[config.mk]
export PLATFORM = sky130hd
export DESIGN_NAME = nes_input_top
export DESIGN_NICKNAME = d
export VERILOG_FILES = /design/src/source/nes_input_pkg.sv /design/src/source/host_regs.sv /design/src/source/nes_pad_reader.sv /design/src/source/button_mapper.sv /design/src/source/joypad_port.sv /design/src/source/nes_input_top.sv
export VERILOG_INCLUDE_DIRS = /design/src /design/src/source
export SDC_FILE = /design/constraint.sdc
export NUM_CORES = 1
export LEC_CHECK = 0
export ABC_AREA = 1
export BUFFER_PORTS_ARGS = -buffer_cell sky130_fd_sc_hd__buf_2
export CAP_MARGIN = 20
export CORE_MARGIN = 5
export CORE_UTILIZATION = 46
export CTS_CLUSTER_SIZE = 28
export DETAILED_ROUTE_END_ITERATION = 10
export GPL_TIMING_DRIVEN = 0
export PLACE_DENSITY = 0.66
export SETUP_SLACK_MARGIN = 0.1
export SLEW_MARGIN = 25
export SYNTH_ARGS = -nofsm -noshare
export SYNTH_HDL_FRONTEND = slang
export SYNTH_SLANG_ARGS = --single-unit
[constraint.sdc]
create_clock -name clk -period 1.79 [get_ports clk]
set_input_delay 0.358 -clock clk [delete_from_list [all_inputs] [get_ports clk]]
set_output_delay 0.358 -clock clk [all_outputs]
set_load 0.02 [all_outputs]
[src/source/nes_input_cfg.svh]
// register map and timing constants for the controller-input block
// pad timing is shortened for simulation; scale NES_PAD_HALF_PERIOD for real pads
// addresses are single bytes on the host Wishbone bus

`ifndef NES_INPUT_CFG_SVH
`define NES_INPUT_CFG_SVH

// host register addresses
`define NES_REG_LOADER_CONF 8'h35
`define NES_REG_BTN_P1      8'h40
`define NES_REG_BTN_P2      8'h41

// clk cycles per half period of latch and clock pulses
`define NES_PAD_HALF_PERIOD 4

// clk cycles between poll starts, must exceed one full poll
`define NES_PAD_POLL_CYCLES 256

// clk cycles per autofire half period
`define NES_AUTOFIRE_PERIOD 64

`endif

[src/source/nes_input_pkg.sv]
// types shared by the controller-input subsystem
// buttons are active high inside the design, Dualshock bytes arrive active low

`default_nettype none

package nes_input_pkg;

  typedef logic [7:0] byte_t;
  typedef logic [7:0] reg_addr_t;

  // bit 7..0 = R, L, D, U, START, SELECT, B, A
  typedef logic [7:0] nes_buttons_t;

  // decoded Dualshock report, active low
  // digital0: L7 D6 R5 U4 St3 Se0, digital1: square7 cross6 circle5 triangle4
  typedef struct packed {
    byte_t digital0;
    byte_t digital1;
  } ds2_report_t;

  typedef struct packed {
    logic      cyc;
    logic      stb;
    logic      we;
    reg_addr_t adr;
    byte_t     dat;
  } wb_req_t;

  typedef struct packed {
    logic  ack;
    byte_t dat;
  } wb_rsp_t;

  typedef enum logic [2:0] {
    IDLE,
    LATCH,
    SAMPLE,
    CLOCK_HI,
    DONE
  } pad_state_e;

endpackage

`default_nettype wire

[src/source/host_regs.sv]
// Wishbone classic slave, one ack per transfer, no wait states beyond the ack cycle
// unmapped addresses ack with zero data and drop writes
// a host holding stb after ack starts a second transfer

`timescale 1ns/1ps
`default_nettype none

`include "nes_input_cfg.svh"

module host_regs (
  input  logic                        clk,
  input  logic                        sys_resetn,
  input  nes_input_pkg::wb_req_t      i_wb,
  output nes_input_pkg::wb_rsp_t      o_wb,
  output logic                        o_loader_hold,
  output nes_input_pkg::nes_buttons_t o_host_btn_p1,
  output nes_input_pkg::nes_buttons_t o_host_btn_p2
);
  import nes_input_pkg::*;

  byte_t        loader_conf_q;  // bit 0 holds the loader
  nes_buttons_t btn_p1_q;
  nes_buttons_t btn_p2_q;
  byte_t        rd_dat_q;
  logic         ack_q;
  logic         xfer;

  // first cycle of a transfer, the ack cycle itself is excluded
  assign xfer = i_wb.cyc && i_wb.stb && !ack_q;

  always_ff @(posedge clk) begin
    if (!sys_resetn) begin
      ack_q         <= 1'b0;
      loader_conf_q <= '0;
      btn_p1_q      <= '0;
      btn_p2_q      <= '0;
    end else begin
      ack_q <= xfer;
      if (xfer && i_wb.we) begin
        case (i_wb.adr)
          `NES_REG_LOADER_CONF: loader_conf_q <= i_wb.dat;
          `NES_REG_BTN_P1:      btn_p1_q      <= i_wb.dat;
          `NES_REG_BTN_P2:      btn_p2_q      <= i_wb.dat;
          default:              ;  // unmapped, ignored
        endcase
      end
    end
  end

  // read data captured with the ack, old value on a write cycle
  always_ff @(posedge clk) begin
    if (!sys_resetn) begin
      rd_dat_q <= '0;
    end else if (xfer) begin
      case (i_wb.adr)
        `NES_REG_LOADER_CONF: rd_dat_q <= loader_conf_q;
        `NES_REG_BTN_P1:      rd_dat_q <= btn_p1_q;
        `NES_REG_BTN_P2:      rd_dat_q <= btn_p2_q;
        default:              rd_dat_q <= '0;
      endcase
    end
  end

  assign o_wb.ack = ack_q;
  assign o_wb.dat = rd_dat_q;   // valid while ack is high

  assign o_loader_hold = loader_conf_q[0];
  assign o_host_btn_p1 = btn_p1_q;
  assign o_host_btn_p2 = btn_p2_q;

endmodule

`default_nettype wire

[src/source/nes_pad_reader.sv]
// polls an original NES gamepad: latch pulse, then 8 samples with clock pulses between
// pad data is active low, first bit is A and last is R
// buttons hold their value between polls, o_valid marks a fresh read

`timescale 1ns/1ps
`default_nettype none

`include "nes_input_cfg.svh"

module nes_pad_reader (
  input  logic                        clk,
  input  logic                        sys_resetn,
  output logic                        o_pad_latch,
  output logic                        o_pad_clk,
  input  logic                        i_pad_data,
  output nes_input_pkg::nes_buttons_t o_buttons,
  output logic                        o_valid
);
  import nes_input_pkg::*;

  localparam int HALF   = `NES_PAD_HALF_PERIOD;
  localparam int POLL   = `NES_PAD_POLL_CYCLES;
  localparam int HALF_W = $clog2(HALF + 1);
  localparam int POLL_W = $clog2(POLL);

  pad_state_e        state_q;
  logic [POLL_W-1:0] poll_cnt_q;
  logic [HALF_W-1:0] half_cnt_q;
  logic [2:0]        bit_cnt_q;
  nes_buttons_t      shift_q;
  nes_buttons_t      buttons_q;
  logic              poll_tick;
  logic              half_done;

  assign poll_tick = (poll_cnt_q == POLL_W'(POLL - 1));
  assign half_done = (half_cnt_q == HALF_W'(HALF - 1));

  always_ff @(posedge clk) begin
    if (!sys_resetn) begin
      state_q    <= IDLE;
      poll_cnt_q <= '0;
      half_cnt_q <= '0;
      bit_cnt_q  <= '0;
      buttons_q  <= '0;
    end else begin
      poll_cnt_q <= poll_tick ? '0 : poll_cnt_q + 1'b1;  // free running
      half_cnt_q <= half_done ? '0 : half_cnt_q + 1'b1;
      case (state_q)
        IDLE: begin
          half_cnt_q <= '0;
          bit_cnt_q  <= '0;
          if (poll_tick) state_q <= LATCH;
        end
        LATCH: begin
          if (half_done) state_q <= SAMPLE;
        end
        SAMPLE: begin
          if (half_done) begin
            if (bit_cnt_q == 3'd7) begin
              state_q   <= DONE;
              buttons_q <= {~i_pad_data, shift_q[7:1]};  // last bit is R
            end else begin
              state_q   <= CLOCK_HI;
              bit_cnt_q <= bit_cnt_q + 1'b1;
            end
          end
        end
        CLOCK_HI: begin
          if (half_done) state_q <= SAMPLE;
        end
        default: state_q <= IDLE;  // DONE lasts one cycle
      endcase
    end
  end

  // inverted bits enter at the top, A ends up in bit 0
  always_ff @(posedge clk) begin
    if (!sys_resetn) begin
      shift_q <= '0;
    end else if (state_q == SAMPLE && half_done) begin
      shift_q <= {~i_pad_data, shift_q[7:1]};
    end
  end

  assign o_pad_latch = (state_q == LATCH);
  assign o_pad_clk   = (state_q == CLOCK_HI);
  assign o_buttons   = buttons_q;
  assign o_valid     = (state_q == DONE);  // one cycle after the eighth sample

endmodule

`default_nettype wire

[src/source/button_mapper.sv]
// merges pad, Dualshock and host buttons for one player into one NES byte
// autofire runs on square (B) and triangle (A) with a shared phase counter
// home combo is Select plus Down from pad and Dualshock only

`timescale 1ns/1ps
`default_nettype none

`include "nes_input_cfg.svh"

module button_mapper (
  input  logic                        clk,
  input  logic                        sys_resetn,
  input  nes_input_pkg::nes_buttons_t i_pad_btn,
  input  nes_input_pkg::ds2_report_t  i_ds2,
  input  nes_input_pkg::nes_buttons_t i_host_btn,
  output nes_input_pkg::nes_buttons_t o_buttons,
  output logic                        o_home_combo
);
  import nes_input_pkg::*;

  localparam int AF_PERIOD = `NES_AUTOFIRE_PERIOD;
  localparam int AF_W      = $clog2(AF_PERIOD);

  logic [AF_W-1:0] af_cnt_q;
  logic            af_phase_q;
  logic            square_held;
  logic            triangle_held;
  logic            auto_square;
  logic            auto_triangle;
  nes_buttons_t    ds2_btn;
  nes_buttons_t    local_btn;    // pad plus Dualshock
  nes_buttons_t    buttons_q;
  logic            home_q;

  // free running, phase flips every AF_PERIOD cycles
  always_ff @(posedge clk) begin
    if (!sys_resetn) begin
      af_cnt_q   <= '0;
      af_phase_q <= 1'b0;
    end else if (af_cnt_q == AF_W'(AF_PERIOD - 1)) begin
      af_cnt_q   <= '0;
      af_phase_q <= ~af_phase_q;
    end else begin
      af_cnt_q <= af_cnt_q + 1'b1;
    end
  end

  assign square_held   = ~i_ds2.digital1[7];
  assign triangle_held = ~i_ds2.digital1[4];
  assign auto_square   = square_held & af_phase_q;    // 0 when released
  assign auto_triangle = triangle_held & af_phase_q;

  // R L D U START SELECT B A
  assign ds2_btn = {~i_ds2.digital0[5], ~i_ds2.digital0[7], ~i_ds2.digital0[6],
                    ~i_ds2.digital0[4], ~i_ds2.digital0[3], ~i_ds2.digital0[0],
                    ~i_ds2.digital1[6] | auto_square,
                    ~i_ds2.digital1[5] | auto_triangle};

  assign local_btn = i_pad_btn | ds2_btn;

  always_ff @(posedge clk) begin
    if (!sys_resetn) begin
      buttons_q <= '0;
      home_q    <= 1'b0;
    end else begin
      buttons_q <= local_btn | i_host_btn;
      home_q    <= local_btn[2] & local_btn[5];  // SELECT and D
    end
  end

  assign o_buttons    = buttons_q;
  assign o_home_combo = home_q;

endmodule

`default_nettype wire

[src/source/joypad_port.sv]
// console-side controller shift register for one port
// strobe high reloads every cycle, falling joypad clock shifts right with 0 fill

`timescale 1ns/1ps
`default_nettype none

module joypad_port (
  input  logic                        clk,
  input  logic                        sys_resetn,
  input  nes_input_pkg::nes_buttons_t i_buttons,
  input  logic                        i_strobe,
  input  logic                        i_joy_clk,
  output logic                        o_data
);
  import nes_input_pkg::*;

  nes_buttons_t shift_q;
  logic         joy_clk_q;   // previous sample of the port clock

  always_ff @(posedge clk) begin
    if (!sys_resetn) begin
      shift_q   <= '0;
      joy_clk_q <= 1'b0;
    end else begin
      joy_clk_q <= i_joy_clk;
      if (i_strobe) begin
        shift_q <= i_buttons;
      end else if (joy_clk_q && !i_joy_clk) begin
        shift_q <= {1'b0, shift_q[7:1]};  // next button into bit 0
      end
    end
  end

  assign o_data = shift_q[0];

endmodule

`default_nettype wire

[src/source/nes_input_top.sv]
// controller-input subsystem: host registers, two NES pad readers,
// two button mappers and two console joypad ports
// index 0 of every 2-bit port is player 1

`timescale 1ns/1ps
`default_nettype none

module nes_input_top (
  input  logic                       clk,
  input  logic                       sys_resetn,
  input  nes_input_pkg::wb_req_t     i_wb,
  output nes_input_pkg::wb_rsp_t     o_wb,
  output logic                       o_loader_hold,
  output logic [1:0]                 o_pad_latch,
  output logic [1:0]                 o_pad_clk,
  input  logic [1:0]                 i_pad_data,
  input  nes_input_pkg::ds2_report_t i_ds2_p1,
  input  nes_input_pkg::ds2_report_t i_ds2_p2,
  input  logic [1:0]                 i_joy_strobe,
  input  logic [1:0]                 i_joy_clk,
  output logic [1:0]                 o_joy_data,
  output logic                       o_soft_reset
);
  import nes_input_pkg::*;

  nes_buttons_t host_btn_p1;
  nes_buttons_t host_btn_p2;
  nes_buttons_t pad_btn_p1;
  nes_buttons_t pad_btn_p2;
  nes_buttons_t merged_p1;
  nes_buttons_t merged_p2;

  host_regs u_host_regs (
    .clk           (clk),
    .sys_resetn    (sys_resetn),
    .i_wb          (i_wb),
    .o_wb          (o_wb),
    .o_loader_hold (o_loader_hold),
    .o_host_btn_p1 (host_btn_p1),
    .o_host_btn_p2 (host_btn_p2)
  );

  // pad buttons hold between polls, so the valid pulse is not needed here
  nes_pad_reader u_pad_p1 (
    .clk (clk), .sys_resetn (sys_resetn),
    .o_pad_latch (o_pad_latch[0]), .o_pad_clk (o_pad_clk[0]), .i_pad_data (i_pad_data[0]),
    .o_buttons (pad_btn_p1), .o_valid ()
  );

  nes_pad_reader u_pad_p2 (
    .clk (clk), .sys_resetn (sys_resetn),
    .o_pad_latch (o_pad_latch[1]), .o_pad_clk (o_pad_clk[1]), .i_pad_data (i_pad_data[1]),
    .o_buttons (pad_btn_p2), .o_valid ()
  );

  button_mapper u_map_p1 (
    .clk (clk), .sys_resetn (sys_resetn),
    .i_pad_btn (pad_btn_p1), .i_ds2 (i_ds2_p1), .i_host_btn (host_btn_p1),
    .o_buttons (merged_p1), .o_home_combo (o_soft_reset)  // Home only on player 1
  );

  button_mapper u_map_p2 (
    .clk (clk), .sys_resetn (sys_resetn),
    .i_pad_btn (pad_btn_p2), .i_ds2 (i_ds2_p2), .i_host_btn (host_btn_p2),
    .o_buttons (merged_p2), .o_home_combo ()
  );

  joypad_port u_joy_p1 (
    .clk (clk), .sys_resetn (sys_resetn), .i_buttons (merged_p1),
    .i_strobe (i_joy_strobe[0]), .i_joy_clk (i_joy_clk[0]), .o_data (o_joy_data[0])
  );

  joypad_port u_joy_p2 (
    .clk (clk), .sys_resetn (sys_resetn), .i_buttons (merged_p2),
    .i_strobe (i_joy_strobe[1]), .i_joy_clk (i_joy_clk[1]), .o_data (o_joy_data[1])
  );

endmodule

`default_nettype wire

==> impl_metrics.env <==
export IMPL_worst_ir_drop_vdd_mv=0.690
export IMPL_synth_seq_cells=146
export IMPL_place_worst_setup_slack_ns=0.154
export IMPL_totalNegativeSetupSlack_ns=0
export IMPL_path_max_fanout=4
export IMPL_dp_hpwl_um=10000
export IMPL_place_congestion=0.843
export IMPL_hold_depth=2
export IMPL_cts_htree_levels=4
export IMPL_power_internal_mw=5.70
export IMPL_clock_skew_final_ns=0.00560
export IMPL_detail_route_antenna_nets=0
export IMPL_first_global_vias=4817
export IMPL_io_buffer_count=61
export IMPL_maxClockFrequency_ghz=0.621
export IMPL_synth_enable_flop_cells=0
export IMPL_grt_setup_unrepaired="true"
export IMPL_antennaDiodeCount=0
export IMPL_routed_wire_length_per_instance_um=13.4
export IMPL_layout_cells_most_common_list="dfxtp_1, nand2_1, nor2_1, inv_1, nand3_1"
export IMPL_post_cts_repair_setup_buffers=0
export IMPL_final_cell_count_no_fill=1003
export IMPL_worst_r2r_path_depth=8
export IMPL_core_sq_mm=0.0126
export IMPL_gr_usage_all_layers=0.187
export IMPL_ratio_of_routed_vias_to_standard_cells=5.03
export IMPL_drive_above_1_share=0.172
export IMPL_total_leakage_power_nw=2.94
export IMPL_synth_avg_cell_area_sq_um=7.96
export IMPL_hold_slack_ns=0.120
export IMPL_cts_sinks=146
export IMPL_syn_cell_area_sq_mm=0.00589
export IMPL_final_min_period_over_clock_period=0.900
export IMPL_cp_start_kind="flop"
export IMPL_synth_distinct_cells=37
export IMPL_min_delay_path_class="primary input to flop"
export IMPL_cts_tree="done"
export IMPL_clk_path_buf_depth=2
export IMPL_grt_antenna_before_repair=0
export IMPL_cell_count_after_synthesis=740
export IMPL_post_synth_arst_share=0
export IMPL_grt_overflow=0
export IMPL_dr_pass1_iters=5
export IMPL_io_pin_count=76
export IMPL_tightest_slew_ns=0.684
export IMPL_route_detailed_drc=0
export IMPL_layout_area_overhead_vs_synth_pct=19.0
export IMPL_power_share_clock=0.476
export IMPL_cts_reportedPaths_clkPinSlew_ns=0.05
export IMPL_share_of_total_power_in_sequential_cells=0.463
export IMPL_post_place_cells=973
export IMPL_pin_count_of_the_biggest_net_entering_global_routing=17
export IMPL_slew_limit_headroom=0.544
export IMPL_grt_first_pass_wirelength_um=21800
export IMPL_report_final_setup_viol=0
export IMPL_routed_wl_um=13500
export IMPL_worst_endpoint_required_ns=1.43
export IMPL_finish_instance_area_sq_mm=0.00701
export IMPL_syn_nets=811
export IMPL_cp_end_kind="output pin"
export IMPL_starting_utilization_of_the_core_area=0.469
export IMPL_power_density_mw_per_mm2=1040
export IMPL_final_hold_viol_count=0
export IMPL_die_width_um=123
export IMPL_max_cap_violations=0
export IMPL_crit_arrival_ns=1.25
export IMPL_placed_cell_area_sq_mm=0.00641
export IMPL_route_vias_total=5041
export IMPL_yosys_most_used_dff="dfxtp_1"
export IMPL_clock_latency_ns=0.42
export IMPL_cts_root_buf="clkbuf_16"
export IMPL_tritoncts_num_buffers=17
export IMPL_combPwrFrac=0.061
export IMPL_netSwitchingPower_mw=1.59
export IMPL_period_needed_ns=1.61
export IMPL_p_sw_frac=0.218
export IMPL_most_common_cell_after_layout_fill_and_taps_aside="dfxtp_1"
export IMPL_report_final_slew_viol_count=0
export IMPL_postLayoutSetupSlackWorst_ns=0.179
export IMPL_rows=41
export IMPL_floorplan_die_height_um=123
export IMPL_synth_yosys_seq_area_share=0.496
export IMPL_floorplan_die_area_sq_mm=0.0152
export IMPL_setup_worst_path_class="flop to output pin"
export IMPL_status="finished, final reports clean"
export IMPL_layout_nets=891
export IMPL_yosys_warnings=0
export IMPL_drt_first_iter_violations=339
[synth_stat cells (all sizes together) (2+ instances only)]
library cell / instances / share of area
a211oi: 2 / 0.0034
a21oi: 67 / 0.058
a31oi: 22 / 0.023
buf: 19 / 0.025
clkbuf: 11 / 0.0070
dfxtp: 146 / 0.50
ha: 12 / 0.025
inv: 75 / 0.048
nand2: 134 / 0.091
nand3: 74 / 0.068
nand4: 4 / 0.0042
nor2: 101 / 0.077
nor3: 6 / 0.0051
nor3b: 2 / 0.0025
o21ai: 48 / 0.041
o31ai: 4 / 0.0051
xnor2: 2 / 0.0030
xor2: 6 / 0.0089
[area by class of cell]
class | count | area [sq um]
Fill cell | 1163 | 5560
Clock buffer | 25 | 505
Sequential cell | 146 | 2930
Clock inverter | 5 | 75.1
Tap cell | 172 | 215
Timing Repair Buffer | 61 | 305
Buffer | 30 | 193
Multi-Input combinational cell | 488 | 2500
Inverter | 76 | 287
[worst max-delay path: stages, from the launching register on]
cell and delay, ns:
dfxtp_2 0.33, inv_1 0.06, nand2_2 0.06, nor2_1 0.12
buf_4 0.11, buf_2 0.15
[routing by layer]
metal | GRT usage | vias up | part of all wire
li1 | - | 2592 | -
met1 | 0.219 | 2322 | 0.43
met2 | 0.321 | 105 | 0.50
met3 | 0.0489 | 22 | 0.051
met4 | 0.0817 | 0 | 0.020
met5 | 0 | - | 0
[power by group through the flow]
| stage | clock (mW) | combinational, mW | sequential [mW] |
|---|---|---|---|
| global route | 3.66 | 0.508 | 3.38 |
| finish | 3.47 | 0.447 | 3.37 |
| floorplan | 0 | 0.287 | 3.43 |
| detailed placement | 0 | 0.441 | 3.44 |
| global placement | 0 | 0.425 | 3.43 |
| CTS | 3.53 | 0.444 | 3.37 |
[worst paths after layout]
| kind | start | endpoint | slack (ns) |
|---|---|---|---|
| setup reg to reg | u_pad_p1.half_cnt_q[0] | u_pad_p1.o_buttons[7] | 0.23 |
| setup / recovery | u_pad_p2.state_q[2] | o_pad_clk[1] | 0.18 |
| hold / removal | i_ds2_p1[12] | u_map_p1.o_buttons[4] | 0.12 |
| hold reg to reg | u_pad_p1.half_cnt_q[0] | u_pad_p1.half_cnt_q[0] | 0.43 |
[per-stage QoR]
stage	power, mW	util
4_1_cts	7.34	0.557
2_1_floorplan	3.72	-
6_report	7.29	0.558
3_5_place_dp	3.88	0.510
3_3_place_gp	3.86	0.510
5_1_grt	7.54	0.558
[cells by family after synthesis]
| family | Yosys count | share of synthesized area |
|---|---|---|
| flip-flops | 146 | 0.496 |
| AO/OA/AOI/OAI | 145 | 0.133 |
| XOR/XNOR | 8 | 0.0119 |
| adder cells (fa/ha/maj) | 12 | 0.0255 |
| buffers and inverters | 106 | 0.0809 |
| AND/OR/NAND/NOR | 323 | 0.253 |
[what timing repair did]
| action | 4_1_cts | 5_1_grt |
|---|---|---|
| resized for setup | 1 | 7 |
| hold buffers | 0 | 0 |
| pin swaps | 0 | 1 |
| endpoints found under the setup margin | 1 | 6 |
Note: power is estimated with default switching activity, not from simulation.
